**src/source/sya_macros.svh**
```systemverilog
`ifndef SYA_MACROS_SVH
`define SYA_MACROS_SVH
`default_nettype none

// Array geometry
`define SYA_NUM_ROW 4
`define SYA_NUM_COL 4

// Signed operand widths
`define SYA_ACT_W   8
`define SYA_WGT_W   8

// Accumulator and buffer widths
`define SYA_PSUM_W  32
`define SYA_ADDR_W  16

// Loop counts
`define SYA_IDX_W   16

`default_nettype wire
`endif
```
**src/source/sya_pkg.sv**
```systemverilog
`include "sya_macros.svh"
`default_nettype none

package sya_pkg;

    // ========================================================================
    // Enums
    // ========================================================================
    typedef enum logic {
        LOOP_FLT_INNER = 1'b0,
        LOOP_IFM_INNER = 1'b1
    } loop_ord_t;

    typedef enum logic [1:0] {
        CTRL_IDLE,
        CTRL_FEED,
        CTRL_FLUSH,
        CTRL_HANDOFF
    } ctrl_state_t;

    // ========================================================================
    // Channel payloads
    // ========================================================================
    typedef struct packed {
        logic [`SYA_ADDR_W-1:0] act_base;
        logic [`SYA_ADDR_W-1:0] wgt_base;
        logic [`SYA_ADDR_W-1:0] ofm_base;
        logic [`SYA_IDX_W-1:0]  num_chn;
        logic [`SYA_IDX_W-1:0]  num_grp;
        logic [`SYA_IDX_W-1:0]  num_til_ifm;
        logic [`SYA_IDX_W-1:0]  num_til_flt;
        logic [7:0]             shift;
        logic [7:0]             zp;
        loop_ord_t              loop_ord;
    } sya_cfg_t;

    typedef struct packed {
        logic [`SYA_ADDR_W-1:0] act_addr;
        logic [`SYA_ADDR_W-1:0] wgt_addr;
    } rd_req_t;

    typedef struct packed {
        logic [`SYA_NUM_ROW-1:0][`SYA_ACT_W-1:0] act;
        logic [`SYA_NUM_COL-1:0][`SYA_WGT_W-1:0] wgt;
    } rd_dat_t;

    typedef logic [`SYA_NUM_ROW-1:0][`SYA_NUM_COL-1:0][`SYA_PSUM_W-1:0] psum_block_t;

    // One finished block on its way to the writer
    typedef struct packed {
        psum_block_t            psums;
        logic [`SYA_ADDR_W-1:0] ofm_addr;
        logic [7:0]             shift;
        logic [7:0]             zp;
    } blk_t;

    typedef struct packed {
        logic [`SYA_ADDR_W-1:0]                  addr;
        logic [`SYA_NUM_COL-1:0][`SYA_ACT_W-1:0] dat;
    } ofm_wr_t;

endpackage

`default_nettype wire

```
**src/source/sya_loop_ctrl.sv**
```systemverilog
`timescale 1ns/1ns
`include "sya_macros.svh"
`default_nettype none

module sya_loop_ctrl (
    input  logic                 clk,
    input  logic                 rst_n,
    input  sya_pkg::sya_cfg_t    cfg,
    input  logic                 cfg_valid,
    output logic                 cfg_ready,
    output sya_pkg::rd_req_t     rd_req,
    output logic                 rd_req_valid,
    input  logic                 rd_req_ready,
    input  logic                 rd_dat_valid,
    output logic                 rd_dat_ready,
    output logic                 step_en,
    output logic                 step_vld,
    output logic                 clear,
    input  sya_pkg::psum_block_t psums,
    output sya_pkg::blk_t        blk,
    output logic                 blk_valid,
    input  logic                 blk_ready
);
    import sya_pkg::*;

    localparam int FLUSH_LEN = `SYA_NUM_ROW + `SYA_NUM_COL - 1;
    localparam int FLUSH_W   = $clog2(FLUSH_LEN);
    // Counter slots from innermost outward
    localparam int I_CHN = 0;
    localparam int I_GRP = 1;
    localparam int I_FLT = 2;
    localparam int I_IFM = 3;

    ctrl_state_t                state;
    ctrl_state_t                state_nxt;
    sya_cfg_t                   cfg_q;
    logic [3:0][`SYA_IDX_W-1:0] cnt;
    logic [3:0][`SYA_IDX_W-1:0] cnt_max;
    logic [3:0]                 cnt_last;
    logic [3:0]                 cnt_inc;
    logic                       inc_inner;
    logic                       inc_outer;
    logic [`SYA_IDX_W-1:0]      chn_x_grp;
    logic [`SYA_IDX_W-1:0]      beat_cnt;
    logic [`SYA_IDX_W-1:0]      blk_seq;
    logic [FLUSH_W-1:0]         flush_cnt;
    logic                       req_done;
    logic                       cfg_done;
    logic                       cfg_fire;
    logic                       req_fire;
    logic                       dat_fire;
    logic                       blk_fire;
    logic                       beat_last;
    logic                       flush_last;

    assign cfg_ready    = (state == CTRL_IDLE);
    assign rd_req_valid = (state == CTRL_FEED) && !req_done;
    assign rd_dat_ready = (state == CTRL_FEED);
    assign blk_valid    = (state == CTRL_HANDOFF);

    assign cfg_fire = cfg_valid && cfg_ready;
    assign req_fire = rd_req_valid && rd_req_ready;
    assign dat_fire = rd_dat_valid && rd_dat_ready;
    assign blk_fire = blk_valid && blk_ready;

    // Flush cycles keep the array moving with empty operands
    assign step_en  = dat_fire || (state == CTRL_FLUSH);
    assign step_vld = dat_fire;
    assign clear    = blk_fire;

    assign beat_last  = (beat_cnt == cfg_q.num_chn - 1'b1);
    assign flush_last = (flush_cnt == FLUSH_W'(FLUSH_LEN - 1));

    // ========================================================================
    // Loop counters
    // ========================================================================
    always_comb begin
        cnt_max[I_CHN] = cfg_q.num_chn - 1'b1;
        cnt_max[I_GRP] = cfg_q.num_grp - 1'b1;
        cnt_max[I_FLT] = cfg_q.num_til_flt - 1'b1;
        cnt_max[I_IFM] = cfg_q.num_til_ifm - 1'b1;
        for (int i = 0; i < 4; i++) begin
            cnt_last[i] = (cnt[i] == cnt_max[i]);
        end
    end

    // Loop order picks which tile counter sits inside the other
    assign inc_inner = cnt_inc[I_GRP] && cnt_last[I_GRP];
    assign inc_outer = inc_inner && ((cfg_q.loop_ord == LOOP_FLT_INNER) ?
                                     cnt_last[I_FLT] : cnt_last[I_IFM]);

    assign cnt_inc[I_CHN] = req_fire;
    assign cnt_inc[I_GRP] = req_fire && cnt_last[I_CHN];
    assign cnt_inc[I_FLT] = (cfg_q.loop_ord == LOOP_FLT_INNER) ? inc_inner : inc_outer;
    assign cnt_inc[I_IFM] = (cfg_q.loop_ord == LOOP_FLT_INNER) ? inc_outer : inc_inner;

    always_ff @(posedge clk) begin
        if (cfg_fire) begin
            cfg_q <= cfg;
        end
    end

    // ========================================================================
    // State machine and phase counters
    // ========================================================================
    always_comb begin
        state_nxt = state;
        case (state)
            CTRL_IDLE:    if (cfg_fire) state_nxt = CTRL_FEED;
            CTRL_FEED:    if (dat_fire && beat_last) state_nxt = CTRL_FLUSH;
            CTRL_FLUSH:   if (flush_last) state_nxt = CTRL_HANDOFF;
            CTRL_HANDOFF: if (blk_fire) state_nxt = cfg_done ? CTRL_IDLE : CTRL_FEED;
            default:      state_nxt = CTRL_IDLE;
        endcase
    end

    always_ff @(posedge clk or negedge rst_n) begin
        if (!rst_n) begin
            state     <= CTRL_IDLE;
            cnt       <= '0;
            beat_cnt  <= '0;
            flush_cnt <= '0;
            blk_seq   <= '0;
            req_done  <= 1'b0;
            cfg_done  <= 1'b0;
        end else begin
            state <= state_nxt;
            if (cfg_fire) begin
                cnt      <= '0;
                blk_seq  <= '0;
                cfg_done <= 1'b0;
            end else begin
                for (int i = 0; i < 4; i++) begin
                    if (cnt_inc[i]) begin
                        cnt[i] <= cnt_last[i] ? '0 : cnt[i] + 1'b1;
                    end
                end
                if (req_fire && (&cnt_last)) begin
                    cfg_done <= 1'b1;
                end
                if (blk_fire) begin
                    blk_seq <= blk_seq + 1'b1;
                end
            end
            if (dat_fire) begin
                beat_cnt <= beat_last ? '0 : beat_cnt + 1'b1;
            end
            if (state == CTRL_FLUSH) begin
                flush_cnt <= flush_last ? '0 : flush_cnt + 1'b1;
            end
            // Requests for one block stop at its last channel
            if (blk_fire) begin
                req_done <= 1'b0;
            end else if (req_fire && cnt_last[I_CHN]) begin
                req_done <= 1'b1;
            end
        end
    end

    // ========================================================================
    // Read addresses and block hand-off
    // ========================================================================
    assign chn_x_grp = cfg_q.num_chn * cfg_q.num_grp;

    assign rd_req.act_addr = cfg_q.act_base + chn_x_grp * cnt[I_IFM]
                           + cfg_q.num_chn * cnt[I_GRP] + cnt[I_CHN];
    assign rd_req.wgt_addr = cfg_q.wgt_base + chn_x_grp * cnt[I_FLT]
                           + cfg_q.num_chn * cnt[I_GRP] + cnt[I_CHN];

    assign blk.psums    = psums;
    assign blk.ofm_addr = cfg_q.ofm_base + `SYA_ADDR_W'(blk_seq * `SYA_NUM_ROW);
    assign blk.shift    = cfg_q.shift;
    assign blk.zp       = cfg_q.zp;

    // Request payload holds until the memory takes it
    assert property (@(posedge clk) disable iff (!rst_n)
        rd_req_valid && !rd_req_ready |=> rd_req_valid && $stable(rd_req));

    // A new configuration finds no block half fed or half flushed
    assert property (@(posedge clk) disable iff (!rst_n)
        cfg_ready |-> !req_done && beat_cnt == '0 && flush_cnt == '0);

endmodule

`default_nettype wire

```
**config.mk**
```make
export PLATFORM = sky130hd
export DESIGN_NAME = sya_loop_ctrl
export DESIGN_NICKNAME = d
export VERILOG_FILES = /design/src/source/sya_pkg.sv /design/src/source/sya_loop_ctrl.sv
export VERILOG_INCLUDE_DIRS = /design/src /design/src/source
export SDC_FILE = /design/constraint.sdc
export NUM_CORES = 2
export LEC_CHECK = 0
export ABC_CLOCK_PERIOD_IN_PS = 33100
export CORE_AREA = 2 2 474 476
export DETAILED_ROUTE_END_ITERATION = 12
export DIE_AREA = 0 0 476 478
export DONT_BUFFER_PORTS = 1
export SYNTH_ARGS = -nofsm -noshare
export SYNTH_HDL_FRONTEND = slang
export SYNTH_SLANG_ARGS = --single-unit
```
**constraint.sdc**
```tcl
create_clock -name clk -period 33.1 [get_ports clk]
set_input_delay 1.655 -clock clk [delete_from_list [all_inputs] [get_ports clk]]
set_output_delay 1.655 -clock clk [all_outputs]
set_load 0.005 [all_outputs]
```
# Word level (Yosys, flattened, before mapping)
# Index checks and enable logic that the tools add are counted.
# totals
regBits,232
latch_bits,0
mem_bits_rw,0
rom_bits,0
output_inout_bits,583
elab_cells,103
memories,0
# classes
n_addsub,18
n_mul,4
div_mod_pow,0
magnitude_cmp,0
eq_ne,13
n_shift,0
mux,26
bitwise_logic,0
n_reduce_logical,22
# op_table
op,n
$mux W16,11
$add A16 B16 Y16,7
$add A16 B1 Y16 const B,6
$eq A16 B16 Y1,5
$mul A16 B16 Y16,4
$mux W64,1
$sub A16 B1 Y16 const B,4
$reduce_bool A2 Y1,7
$logic_and A1 B1 Y1,10
$mux W1,8
$mux W2,4
$pmux W2 S4,1
$reduce_and A4 Y1,2
$eq A2 B2 Y1 const B,2
$ne A2 B1 Y1 const B,2
$ne A2 B2 Y1 const B,2
$add A3 B1 Y3 const B,1
$eq A3 B3 Y1 const B,1
$mux W3,1
$eq A2 B1 Y1 const B,1
$logic_not A2 Y1,1
$logic_not A1 Y1,1
$logic_or A1 B1 Y1,1

# Depth between registers and ports, before layout
# logic_depth
ltp_word,9
ltp_mapped,46
depth_no_buf,43

# Worst setup path after synthesis
# No wires, ideal clock.
# synth_path
path_kind,register to output
from,register cfg_q[65] (netlist bit)
to,output rd_req[15] (netlist bit)
t_arrival_ns,10.390
required_time_ns,31.445
slack_ns,21.055
path_stages_with_launch,46
n_path_buf,3
cell_sequence,edfxtp_1 -> clkbuf_1 -> clkbuf_1 -> clkbuf_1 -> nand2_1 -> fa_1 -> fa_1 -> inv_1 -> ha_1 -> inv_1 -> fa_1 -> inv_1 -> ha_1 -> inv_1 -> fa_1 -> inv_1 -> ha_1 -> nand3_1 -> [... 10 more ...] -> fa_1 -> inv_1 -> fa_1 -> fa_1 -> fa_1 -> inv_1 -> fa_1 -> xnor2_1 -> xnor2_1 -> xnor2_1 -> xnor2_1 -> xnor2_1 -> xnor3_1 -> xnor3_1 -> xnor2_1 -> xnor2_1 -> xnor2_1 -> xnor2_1
# synth_rtl
item,line,source
start: declaration,sya_loop_ctrl.sv:36,sya_cfg_t cfg_q;
start signal: assignment,sya_loop_ctrl.sv:99,cfg_q <= cfg;
end: declaration,sya_loop_ctrl.sv:11,"output sya_pkg::rd_req_t rd_req,"

==> summary.txt <==
Timing
  – Achievable Freq: 0.0697 GHz
  – Final clock period utilization by the worst path: 0.433
  – Max Slew Vio Count: 0
  – Min Clock Period, post-route: 14340 ps
  – Slew HR: 0.0907
  – Final hold vios: 0
  – Setup violations, final: 0
  – Least-Margin Pin Slew: 1350 ps
  – Clock skew: 26.2 ps
  – Hold Worst Slack: 503 ps
  – Setup tns final: 0 ps
  – RSZ-0062 raised after global routing: no

Placed design
  – IO Port Bufs: 0
  – Placed Cells: 6151
  – DPL Wire Length: 196000 microns
  – Gpl congestion: 0.916
  – Cell area after placement: 0.0337 sq mm

Routing
  – Max Used Layer: met5
  – Met3 wire len: 64600 microns
  – Number of remaining DRC errors: 0
  – DR pass1 iterations: 5
  – Routed WL: 217000 microns
  – Via count: 23.5k
  – DR WL/cell: 34.9 microns
  – Vias per cell: 3.79
  – Post-Route M1 WL: 44000 microns
  – Initial DRC count: 1505
  – Antenna Nets Post-Route: 0
  – Met2 Routed Length: 102000 microns

Yosys
  – Post-synthesis sequential area ratio: 0.186
  – Synth Warn #: 0
  – Largest family of logic cells by synthesized area: adder cells
  – Ranking of synthesized cells by area: fa_1 (24%), buf_4 (12%), edfxtp_1 (11%), ha_1 (8.4%), dfrtp_1 (7.3%)
  – Synth Area in Compound Gates: 0.0480
  – Proportion of synthesized area in mux cells: 0.00480
  – Area share of fa/ha/maj cells after synthesis: 0.320
  – Synth top area share: 0.236
  – Synth Area in Simple Gates: 0.157
  – Ys async rst share: 0.439
  – Mapped Area: 0.0344 sq mm
  – Ys flop type: edfxtp_1
  – Most common cell in the netlist: inv_1
  – Post-synthesis xor/xnor area fraction: 0.0819
  – EDFF count, synth: 129
  – Cell taking the most area after synthesis: fa_1
  – Syn_nets: 5106
  – Unique masters post-synth: 77
  – Synth cell count leaders: inv_1 (619), buf_4 (532), fa_1 (405)
  – Yosys reg bits: 230
  – Syn Inst Count: 3823
  – Synth Area per Inst: 9.00 sq um

Pwr
  – Power Density: 150 mW/mm^2
  – Maximum VDD drop: 0.322 mV
  – LEAKAGE: 14.8 nW

Worst setup path
  – Largest stage delay, worst path: 1080 ps
  – Worst setup SP type: register
  – Crit path max fanout: 29
  – CP dominant cell by count: fa_1
  – Critical path endpoint category: output pin
  – WS Path Type: reg -> out
  – Crit-path slowest cell: edfxtp_1
  – Arrival time worst endpoint: 12680 ps
  – Worst EP required: 31440 ps

Clock network
  – CTS tree: yes
  – Cts repair resizes: 0
  – Clock-pin slew on the worst setup and hold paths: 60 ps
  – CTS root buffer: clkbuf_16
  – CTS Hold Bufs: 0
  – Clock sink total: 230
  – Post-CTS Setup Inserts: 0
  – Clk Latency, worst-skew pair: 620 ps
  – Total CTS buffers: 29
  – Max Root-Sink Buffers: 3
  – H-Tree Depth: 1

GRT
  – Antenna violations before repair: 46
  – Vias in the first global route: 23.6k
  – Tot GR Track Use: 0.185
  – Largest net degree at the start of global routing: 102
  – Grt total ovfl: 0
  – First-pass GRT wire length: 269000 microns

Layout
  – Layout area overhead: 1.09%
  – Share of cells above drive strength 1: 0.0333
  – Final nets: 4473
  – Reg area: 0.00640 sq mm
  – Non-filler cells, final: 6209
  – Fin area: 0.0348 sq mm
  – Area of the multi-input gates: 0.0210 sq mm
  – # fillers: 25.1k

Floorplanning
  – Core area: 0.223 sq mm
  – Initial Utilization: 0.154
  – Die W: 476 microns
  – DIE AREA: 0.228 sq mm
  – IO Count: 1230
  – Die span in y: 478 microns
  – Row cnt: 174

Hold path
  – Worst Hold Class: reg -> reg

Run
  – Max Cap Viol: 0

Outcome
  – Outcome: finished, final reports clean
==> cell families after synthesis <==
logic type	Yosys count
buffers and inverters	1312
and+or+nand+nor	1050
adders and majority gates	636
xor gates and xnor gates	301
AOI/OAI and AO/OA	278
DFF	230
muxes	16
==> final timing paths <==
check,to,slack [ps],start,cells past startpoint
max reg2reg,cnt[51]$_DFFE_PN0P_,28320,cfg_q[49]$_DFFE_PP_,14
min in group asynchronous,blk_seq[4]$_DFFE_PN0P_,740,rst_n,0
max in group asynchronous,cnt[49]$_DFFE_PN0P_,32130,rst_n,0
max,rd_req[31],18760,cfg_q[70]$_DFFE_PP_,37
min reg2reg,req_done$_DFFE_PN0P_,500,req_done$_DFFE_PN0P_,2
min,req_done$_DFFE_PN0P_,500,req_done$_DFFE_PN0P_,2
==> through the flow <==
stage                     power, mW  setup slack, ps   util
after floorplan                3.22            21060      -
after global routing           5.77            18160  0.156
after global placement         5.03            19330  0.151
after CTS                      5.47            18580  0.156
final                          5.21            18760  0.156
after detailed placement       5.09            19260  0.151
==> cell type report <==
cell class,instances,area share
repair buffers,29,0.00626
multi-input cells,2281,0.605
clock buffers,35,0.0218
flip-flops and latches,230,0.184
well taps,2992,0.108
inverters,619,0.0669
diodes,4,0.000288
clock inverters,19,0.00802
==> per-layer routing <==
layer	vias up	global-route usage
met4	36	0.0332
met1	11454	0.114
li1	10065	-
met5	-	0.0264
met3	221	0.245
met2	1741	0.310
==> power by group <==
group / leakage (nW) / switching (mW) / internal, mW
Clock: 0.498 / 0.141 / 0.211
Combinational: 11.7 / 2.89 / 1.55
Sequential: 2.57 / 0.0709 / 0.346
==> flip-flops by register name, summed over array words and instances (netlist names) <==
signal and cells:
beat_cnt 16, blk 16, req_done 1, cfg_q 113
flush_cnt 3, state 2, blk_seq 14, cnt 64
cfg_done 1
==> cell usage in the layout, fill, tap and decap left out, types with 8 or more instances in the layout <==
cell type / Yosys / layout
inv_1: 619 / 618
fa_1: 405 / 405
nand2_1: 337 / 337
and2_1: 236 / 236
ha_1: 231 / 231
xnor2_1: 201 / 200
nor2_1: 139 / 139
edfxtp_1: 129 / 129
dfrtp_1: 101 / 101
xor2_1: 87 / 87
and3_1: 81 / 81
o21ai_1: 74 / 74
o21ai_0: 69 / 69
nand3_1: 48 / 48
nand2b_1: 48 / 48
a21oi_1: 47 / 47
nand4_1: 33 / 33
nor3_1: 32 / 32
clkbuf_16: 0 / 29
buf_4: 532 / 29
nor2b_1: 25 / 25
or3_1: 13 / 13
o31ai_1: 13 / 13
xnor3_1: 12 / 12
nor4_1: 13 / 12
mux2i_1: 12 / 12
a21o_1: 10 / 10
o211ai_1: 8 / 8
o2111ai_1: 8 / 8
a31oi_1: 8 / 8
==> critical path: cells and delay by family, from the launching register on <==
| family | cells | cell delay (ps) |
|---|---|---|
| adders and majority gates | 13 | 5980 |
| AOI/OAI and AO/OA | 4 | 690 |
| buffers and inverters | 6 | 330 |
| xor gates and xnor gates | 12 | 3560 |
| DFF | 1 | 1080 |
| and+or+nand+nor | 2 | 400 |
(Power assumes the default switching activity.)
