`config.mk`:
```
export PLATFORM = sky130hd
export DESIGN_NAME = sya_ofm_writer
export DESIGN_NICKNAME = d
export VERILOG_FILES = /design/src/source/sya_pkg.sv /design/src/source/sya_ofm_writer.sv
export VERILOG_INCLUDE_DIRS = /design/src /design/src/source
export SDC_FILE = /design/constraint.sdc
export NUM_CORES = 1
export LEC_CHECK = 0
export BUFFER_PORTS_ARGS = -buffer_cell sky130_fd_sc_hd__buf_4
export CAP_MARGIN = 20
export CORE_AREA = 4 4 232 234
export CTS_BUF_LIST = sky130_fd_sc_hd__clkbuf_4 sky130_fd_sc_hd__clkbuf_8
export DETAILED_ROUTE_END_ITERATION = 6
export DIE_AREA = 0 0 236 238
export HOLD_SLACK_MARGIN = 0.06
export PLACE_DENSITY = 0.74
export SLEW_MARGIN = 10
export SYNTH_ARGS = -nofsm -noshare
export SYNTH_HDL_FRONTEND = slang
export SYNTH_SLANG_ARGS = --single-unit
```
`constraint.sdc`:
```
create_clock -name clk -period 56.2 [get_ports clk]
set_input_delay 2.81 -clock clk [delete_from_list [all_inputs] [get_ports clk]]
set_output_delay 2.81 -clock clk [all_outputs]
set_load 0.03 [all_outputs]
```
`src/source/sya_macros.svh`:
```
`ifndef SYA_MACROS_SVH
`define SYA_MACROS_SVH
`default_nettype none

// Array geometry
`define SYA_NUM_ROW 4
`define SYA_NUM_COL 4

// Signed operand widths
`define SYA_ACT_W   8
`define SYA_WGT_W   8

// Accumulator and buffer widths
`define SYA_PSUM_W  32
`define SYA_ADDR_W  16

// Loop counts
`define SYA_IDX_W   16

`default_nettype wire
`endif
```
`src/source/sya_pkg.sv`:
```
`include "sya_macros.svh"
`default_nettype none

package sya_pkg;

    // ========================================================================
    // Enums
    // ========================================================================
    typedef enum logic {
        LOOP_FLT_INNER = 1'b0,
        LOOP_IFM_INNER = 1'b1
    } loop_ord_t;

    typedef enum logic [1:0] {
        CTRL_IDLE,
        CTRL_FEED,
        CTRL_FLUSH,
        CTRL_HANDOFF
    } ctrl_state_t;

    // ========================================================================
    // Channel payloads
    // ========================================================================
    typedef struct packed {
        logic [`SYA_ADDR_W-1:0] act_base;
        logic [`SYA_ADDR_W-1:0] wgt_base;
        logic [`SYA_ADDR_W-1:0] ofm_base;
        logic [`SYA_IDX_W-1:0]  num_chn;
        logic [`SYA_IDX_W-1:0]  num_grp;
        logic [`SYA_IDX_W-1:0]  num_til_ifm;
        logic [`SYA_IDX_W-1:0]  num_til_flt;
        logic [7:0]             shift;
        logic [7:0]             zp;
        loop_ord_t              loop_ord;
    } sya_cfg_t;

    typedef struct packed {
        logic [`SYA_ADDR_W-1:0] act_addr;
        logic [`SYA_ADDR_W-1:0] wgt_addr;
    } rd_req_t;

    typedef struct packed {
        logic [`SYA_NUM_ROW-1:0][`SYA_ACT_W-1:0] act;
        logic [`SYA_NUM_COL-1:0][`SYA_WGT_W-1:0] wgt;
    } rd_dat_t;

    typedef logic [`SYA_NUM_ROW-1:0][`SYA_NUM_COL-1:0][`SYA_PSUM_W-1:0] psum_block_t;

    // One finished block on its way to the writer
    typedef struct packed {
        psum_block_t            psums;
        logic [`SYA_ADDR_W-1:0] ofm_addr;
        logic [7:0]             shift;
        logic [7:0]             zp;
    } blk_t;

    typedef struct packed {
        logic [`SYA_ADDR_W-1:0]                  addr;
        logic [`SYA_NUM_COL-1:0][`SYA_ACT_W-1:0] dat;
    } ofm_wr_t;

endpackage

`default_nettype wire

```
`src/source/sya_ofm_writer.sv`:
```
`timescale 1ns/1ns
`include "sya_macros.svh"
`default_nettype none

module sya_ofm_writer (
    input  logic             clk,
    input  logic             rst_n,
    input  sya_pkg::blk_t    blk,
    input  logic             blk_valid,
    output logic             blk_ready,
    output sya_pkg::ofm_wr_t ofm,
    output logic             ofm_valid,
    input  logic             ofm_ready
);
    import sya_pkg::*;

    localparam int ROW_W = $clog2(`SYA_NUM_ROW);

    blk_t                                     blk_q;
    logic                                     full;
    logic [ROW_W-1:0]                         row;
    logic [`SYA_NUM_COL-1:0][`SYA_PSUM_W-1:0] row_sums;

    // One block in flight, next one waits for the last row
    assign blk_ready = !full;
    assign ofm_valid = full;

    always_ff @(posedge clk or negedge rst_n) begin
        if (!rst_n) begin
            full <= 1'b0;
            row  <= '0;
        end else if (blk_valid && blk_ready) begin
            full <= 1'b1;
            row  <= '0;
        end else if (ofm_valid && ofm_ready) begin
            if (row == ROW_W'(`SYA_NUM_ROW - 1)) begin
                full <= 1'b0;
            end
            row <= row + 1'b1;
        end
    end

    always_ff @(posedge clk) begin
        if (blk_valid && blk_ready) begin
            blk_q <= blk;
        end
    end

    // ========================================================================
    // Requantization
    // ========================================================================
    assign row_sums = blk_q.psums[row];

    always_comb begin
        ofm.addr = blk_q.ofm_addr + `SYA_ADDR_W'(row);
        // Negative sums clamp to zero before the zero point is added
        for (int c = 0; c < `SYA_NUM_COL; c++) begin
            ofm.dat[c] = (row_sums[c][`SYA_PSUM_W-1] ?
                          '0 : `SYA_ACT_W'(row_sums[c] >> blk_q.shift)) + blk_q.zp;
        end
    end

    // Row holds under back-pressure
    assert property (@(posedge clk) disable iff (!rst_n)
        ofm_valid && !ofm_ready |=> ofm_valid && $stable(ofm));

endmodule

`default_nettype wire

```
== Word level (Yosys, flattened, before mapping) ==
Cells that the tools add are included.
Storage, ports and cells
  register bits after elaboration: 547
  latch bits: 0
  bits in writable memories: 0
  bits in read-only memories: 0
  input bits: 548
  output and inout port bits: 50
  word-level logic and storage cells: 50
  memories: 0
Cells by class
  add/sub/neg operators: 6
  multipliers: 0
  divide/modulo/power cells: 0
  magnitude comparators: 1
  equal/unequal tests: 1
  shift operators: 4
  multiplexer cells: 11
  bitwise logic cells: 0
  reductions and logical operators: 6
Operator list (number)
  $bmux 128 s2: 1
  $mux 128: 1
  $shr 32x8->8: 4
  $add 8x8->8: 4
  $mux 8: 4
  $add 16x2->16: 1
  $mux 2: 2
  $reduce_bool 2->1: 2
  $lt 2x3->1 const B: 1
  $mux 1: 3
  $add 2x1->2 const B: 1
  $eq 2x2->1 const B: 1
  $logic_and 1x1->1: 2
  $reduce_and 2->1: 1
  $logic_not 1->1: 1

== Longest topological paths before layout ==
Gate-level depths: netlist (run 1).
  depth after elaboration: 5
  gate-level depth with buffers: 21

== Worst setup path after synthesis (run 1) ==
Ideal clock, no wire load.
  path kind: input -> register
  from: in blk_valid
  to: reg blk_q[0] in the netlist's numbering, enable pin
  arrival time: 26127 ps
  setup slack: 28557 ps
  stages: 1
  cells stage by stage: nor2b_1
Between the ends
  longest elaborated chain between the ends: 1
RTL lines
  start: declaration: RTL line sya_ofm_writer.sv:9  | input logic blk_valid,
  $logic_and 1x1->1: RTL line sya_ofm_writer.sv:44  | if (blk_valid && blk_ready) begin
  end signal: assignment: RTL line sya_ofm_writer.sv:45  | blk_q <= blk;
  end: declaration: RTL line sya_ofm_writer.sv:19  | blk_t blk_q;
Every way passes these cells.
A chain may end at the register's enable or synchronous reset.

==> results of run 1 <==
==> worst register-to-register path, cell delays in order, from the launching register on <==
cell     delay, ns
dfrtp_1       0.46
nor2b_4       0.77
buf_4         0.93
buf_4         0.93
==> layout by cell type (no fill, tap or decap), types with 31 or more instances in the layout <==
cell type and n:
mux2i_1 150, o22ai_1 40, clkbuf_8 93, edfxtp_1 544, mux4_2 155, ha_1 31, xnor2_1 33, nor2_1 95
buf_4 618, nand2_1 122, a21oi_1 43, o21ai_0 54, mux2_2 95
==> stage by stage <==
stage	std cells	hold WS [ns]	utilization, %	instance area (µm²)	power (mW)
final	3123	0.637	65.7	34200	1.43
after global routing	3123	0.665	65.7	34200	1.49
after CTS	3119	0.637	65.6	34200	1.43
after detailed placement	2958	0.624	62.2	32400	1.09
after global placement	2958	0.625	62.2	32400	1.08
after floorplan	1759	0.602	-	27500	0.963
==> cells by family after synthesis <==
kind of cell / after synthesis
DFF: 547
muxes: 401
and+or+nand+nor: 302
AOI/OAI and AO/OA: 297
buffers and inverters: 134
xor gates and xnor gates: 42
adders and majority gates: 36
==> metal layers <==
metal,GRT usage [%],vias up
li1,-,8343
met1,42.7,9627
met2,51.7,1087
met3,8.69,130
met4,8.63,0
met5,0,-
==> flip-flops by register name, summed over array words and instances, names as in the netlist <==
signal,flops
row,2
blk_q,544
ofm_valid,1
==> layout make-up <==
cell class / count / area, µm² / area share [%]
clock buffer: 122 / 1500 / 4.38
sequential: 547 / 16400 / 48.1
tap: 688 / 861 / 2.52
timing repair buffer: 621 / 4700 / 13.8
clock inverter: 39 / 282 / 0.824
multi-input combinational: 1078 / 10300 / 30.2
inverter: 24 / 92.6 / 0.271
antenna: 4 / 10.0 / 0.0293
==> final timing paths <==
check                                 startpoint                     to  slack [ns]
min                        ofm_valid$_DFFE_PN0P_  ofm_valid$_DFFE_PN0P_        0.64
max in group asynchronous                  rst_n     row[1]$_DFFE_PN0P_       54.18
min in group asynchronous                  rst_n  ofm_valid$_DFFE_PN0P_        1.90
max reg2reg                ofm_valid$_DFFE_PN0P_   blk_q[201]$_DFFE_PP_       52.62
max                           row[1]$_DFFE_PN0P_                ofm[31]       46.06
min reg2reg                ofm_valid$_DFFE_PN0P_  ofm_valid$_DFFE_PN0P_        0.64
==> power breakdown <==
part / internal (mW) / switching, mW
logic: 0.238 / 0.312
registers: 0.506 / 0.0322
clock network: 0.184 / 0.161
==> qor.csv, run 1 <==
metric;value;unit
Layout area overhead;24.4;%
critical path type;reg2out;
max-slew violations;0;
top layer in use;met4;
Final ANT Viol Nets;0;
max_slew headroom;19.1;%
critical path arrival;7.33;ns
instance count on the critical path;18;
DRT met1 WL;35800;µm
Final HPWL DP;69400;µm
MaxCap Viol Count;0;
layout cells sized above 1;42.2;%
outcome;finished clean;
ys flop type;edfxtp_1;
Post-synth top cells;544 x edfxtp_1, 155 x mux4_2, 150 x mux2i_1;
# nets final;2945;
HP Class;reg2reg;
TritonCTS Sinks;547;
max incr delay on CP;0.98;ns
largest family of logic cells by synthesized area;multiplexers;
pwr dens;41.9;nW/µm²
Die Span Y;238;µm
via count;19187;
synthesized net count;2343;
met3 WL;9090;µm
Clk Latency, worst-skew pair;0.69;ns
number of global-route vias before repair;19772;
DP Worst Slack;46.95;ns
Synth Area in XOR/XNOR;1.34;%
Initial Util;52.8;%
Fin. Hold Viols;0;
crit-path max FO;140;
Synth top area share;59.5;%
Cells after Synth;1759;
Layout fillers;3718;
nature of the critical path endpoint;primary output;
TritonCTS clock tree;yes;
WP buf/inv;3;
largest net degree at the start of global routing;200;
R2R depth;3;
clock slew at reported path FFs;0.06;ns
post-layout min period;10.14;ns
area of the mapped netlist;27500;µm²
Root Buffer;clkbuf_8;
Synth warnings;0;
Post-CTS Setup Repair Bufs;0;
vias per inst;6.14;
worst path cell trace;buf_12, buf_4, mux2_2, o22ai_1, a221oi_1, o21ai_0, o21ai_0, a221oi_1, o22ai_1, ha_1, a21o_1, a21oi_1, nor2b_1, o21a_1, o41ai_1, xnor2_1, xnor2_1, buf_4;
Synth area leaders;edfxtp_1 59%, mux4_2 13%, mux2i_1 5.5%;
Synth cell types;70;
CP required;53.39;ns
gr usage total;31.7;%
port bufs;597;
sequential fraction of the synthesis area;59.8;%
Post-route DRC;0;
Startpoint Class;flop;
largest delay contributor family on the critical path;compound AO/OA/AOI/OAI gates;
adder-cell share of the synthesized area;1.78;%
Async SR Flop Fraction;0.548;%
first-pass GRT wire length;131000;µm
worst-margin pin slew;1.21;ns
# IOs;598;
1st-iter DRT viols;2163;
DR WL met2;44500;µm
Pre-Repair DR Iteration Count;6;
Max clock buf depth;3;
fmax;98.6;MHz
top-count cell post-synth;edfxtp_1;
FF+latch count, synth;547;
Crit-path slowest cell;buf_4;
Core ar.;52000;µm²
simple-gate share of the synthesized area;4.78;%
FP Rows;84;
post-synthesis mux area share;22.1;%
Pleak;12.6;nW
RSZ-0062 raised after global routing;false;
Die Footprint;56200;µm²
initial antenna violation count;8;
Remaining Overflow, GRT;0;
Final setup viols;0;
Die W;236;µm
Setup WS post-layout;46.06;ns
number of CTS-inserted buffers;89;
total wire length;91600;µm
Total Neg Setup Slack;0;ns
Worst Clk Skew;0.0333;ns
Synth Area in Compound Gates;7.46;%
wire length per cell;29.3;µm
worst hold path depth;1;
cells resized by post-CTS repair;0;
Period Utilization, post-route;18.0;%
syn_area_per_cell;15.6;µm²
peak supply drop;0.0427;mV
cell accounting for the most synthesized area;edfxtp_1;
GPL Wtd Cong;0.965;
post-cts hold buffer count;0;
H-Tree Depth;3;
Post-synth EDFFs;544;
Power figures use the tool's default switching activity.
==> run 2: changes to the inputs <==
Settings changed: CORE_AREA 4 4 232 234 to default, CORE_ASPECT_RATIO from default to 2, CORE_MARGIN from default to 4, CORE_UTILIZATION from default to 51, DIE_AREA 0 0 236 238 to default, PLACE_DENSITY 0.74 to 0.75.
Clock period 56.2 ns to 9.06 ns, I/O delays scaled along.
==> qor.csv, run 2 (same netlist as run 1, synthesis figures left out) <==
metric;value;unit;change
port bufs;597;;unchanged
TritonCTS Sinks;547;;unchanged
wire length per cell;31.6;µm;+7.6%
Worst Clk Skew;0.0419;ns;+0.00859 ns
CP required;8.61;ns;-44.78 ns
fin util;73.8;%;+8.1 points
Largest register FFs;544;;unchanged
pwr dens;232;nW/µm²;+450%
max_slew headroom;23.0;%;+3.9 points
Remaining Overflow, GRT;0;;unchanged
outcome;finished clean;;
largest register by flop count;blk_q;;
Root Buffer;clkbuf_8;;
# IOs;598;;unchanged
Clk Latency, worst-skew pair;0.69;ns;about the same
GPL Wtd Cong;0.961;;-0.38%
Cell Area, Placed;32400;µm²;about the same
gr usage total;39.1;%;+7.4 points
most frequent cells in the layout;615 x buf_4, 547 x dlygate4sd3_1, 544 x edfxtp_1, 155 x mux4_2, 150 x mux2i_1;;
Initial Util;51.4;%;-1.4 points
post-layout min period;6.67;ns;
# nets final;3480;;+18%
worst-margin pin slew;1.15;ns;-0.0630 ns
Pleak;14.8;nW;+17%
initial antenna violation count;14;;+6
worst reg2reg startpoint;ofm_valid$_DFFE_PN0P_;;
Final HPWL DP;75700;µm;+9.0%
first-pass GRT wire length;163000;µm;+24%
Post-route DRC;0;;unchanged
CP Capture Point;ofm[23];;
Layout area overhead;43.7;%;
Inst Count DP;2940;;-0.61%
RSZ-0062 raised after global routing;false;;
number of global-route vias before repair;24546;;+24%
Layout fillers;3101;;-17%
peak supply drop;0.179;mV;+320%
TritonCTS clock tree;yes;;
crit-path max FO;104;;-26%
1st-iter DRT viols;2636;;+22%
commonest non-fill, non-tap cell in the layout;buf_4;;
H-Tree Depth;3;;unchanged
Worst R2R End;blk_q[539]$_DFFE_PP_;;
largest net degree at the start of global routing;183;;-8.5%
Final setup viols;0;;unchanged
layout cells sized above 1;34.0;%;-8.2 points
Die Span Y;336;µm;+41%
clock slew at reported path FFs;0.07;ns;about the same
nature of the critical path endpoint;primary output;;
max-slew violations;0;;unchanged
Design Area, Final;39500;µm²;+15%
critical path arrival;6.22;ns;-1.11 ns
hold_ws;0.0971;ns;-0.540 ns
MaxCap Viol Count;0;;unchanged
via count;22665;;+18%
critical path startpoint;row[1]$_DFFE_PN0P_;;
critical path type;reg2out;;
FP Rows;120;;+43%
fmax;150;MHz;
Final ANT Viol Nets;0;;unchanged
HP Class;in2async;;
Core ar.;53500;µm²;+2.7%
Fin. Hold Viols;0;;unchanged
non-filler instance count after layout;3643;;+17%
Startpoint Class;flop;;
Period Utilization, post-route;73.7;%;
Die Footprint;57800;µm²;+3.0%
number of CTS-inserted buffers;76;;-15%
Die W;172;µm;-27%
vias per inst;6.22;;+1.3%
total wire length;115000;µm;+26%
Total Power;9.15;mW;+540%
Max clock buf depth;3;;unchanged
R2R depth;4;;+1
Pre-Repair DR Iteration Count;6;;unchanged
R2R Setup Slk;5.95;ns;-46.67 ns
==> run 2: changes by cell type in the layout (fill, tap and decap cells not counted), moves of 3 or more <==
cell,change
clkinv_2,+5
dlygate4sd3_1,+547
buf_12,+3
clkbuf_8,-17
buf_4,-3
diode_2,+12
bufinv_16,+3
clkbuf_4,-12
==> run 2: layout make-up <==
cell class | instances | area [µm²] | area share, %
Multi-Input combinational cell | 1078 | 10300 | 26.1
Clock buffer | 93 | 1170 | 2.97
Timing Repair Buffer | 1169 | 10200 | 25.9
Sequential cell | 547 | 16400 | 41.6
Inverter | 24 | 92.6 | 0.235
Antenna cell | 16 | 40.0 | 0.101
Clock inverter | 45 | 360 | 0.913
Tap cell | 671 | 840 | 2.13
==> run 2: layer usage <==
metal	GRT usage, %	up-vias	part of all wire (%)
met1	41.8	11036	31
met4	26.7	0	8.5
met3	7.15	463	8.1
met5	0	-	0
met2	68.9	1764	52
li1	-	9402	-
==> run 2: what timing repair did <==
action | CTS | global route
endpoints found under the hold margin | 549 | 0
hold buffers | 547 | 0
buffers inserted | 0 | 0
gates resized for setup | 0 | 0
==> run 2: through the flow <==
| stage | setup WS (ns) | setup TNS (ns) |
|---|---|---|
| 2_1_floorplan | -0.00471 | -2.56 |
| 3_3_place_gp | 3.21 | 0 |
| 3_5_place_dp | 3.14 | 0 |
| 4_1_cts | 2.41 | 0 |
| 5_1_grt | 2.09 | 0 |
| 6_report | 2.39 | 0 |
==> run 2: worst min-delay path by stage <==
stage                     start                     to  slack [ns]
after CTS                 rst_n     row[1]$_DFFE_PN0P_        0.07
after detailed placement  rst_n     row[1]$_DFFE_PN0P_        0.26
final                     rst_n  ofm_valid$_DFFE_PN0P_         0.1
after global routing      rst_n  ofm_valid$_DFFE_PN0P_        0.08
after floorplan           rst_n  ofm_valid$_DFFE_PN0P_        0.16
after global placement    rst_n     row[1]$_DFFE_PN0P_        0.26
==> run 2: critical path, stage by stage (launching register included) <==
cell and delay [ns]:
dfrtp_4 0.96, buf_12 0.51, buf_4 0.46, mux4_2 0.36, mux2_2 0.25, o22ai_1 0.10
a211oi_1 0.32, nor2_1 0.10, a211oi_1 0.32, o21a_1 0.17, ha_1 0.23, a21o_1 0.20
a21oi_1 0.24, nor2b_1 0.08, o21a_1 0.20, o41ai_1 0.30, xor2_1 0.26, xnor2_1 0.16
buf_4 0.19
==> run 2: power by group <==
| group | switching (mW) | internal, mW | total [mW] |
|---|---|---|---|
| Sequential | 0.220 | 3.14 | 3.36 |
| Clock | 1.04 | 1.01 | 2.05 |
| Combinational | 2.10 | 1.64 | 3.74 |
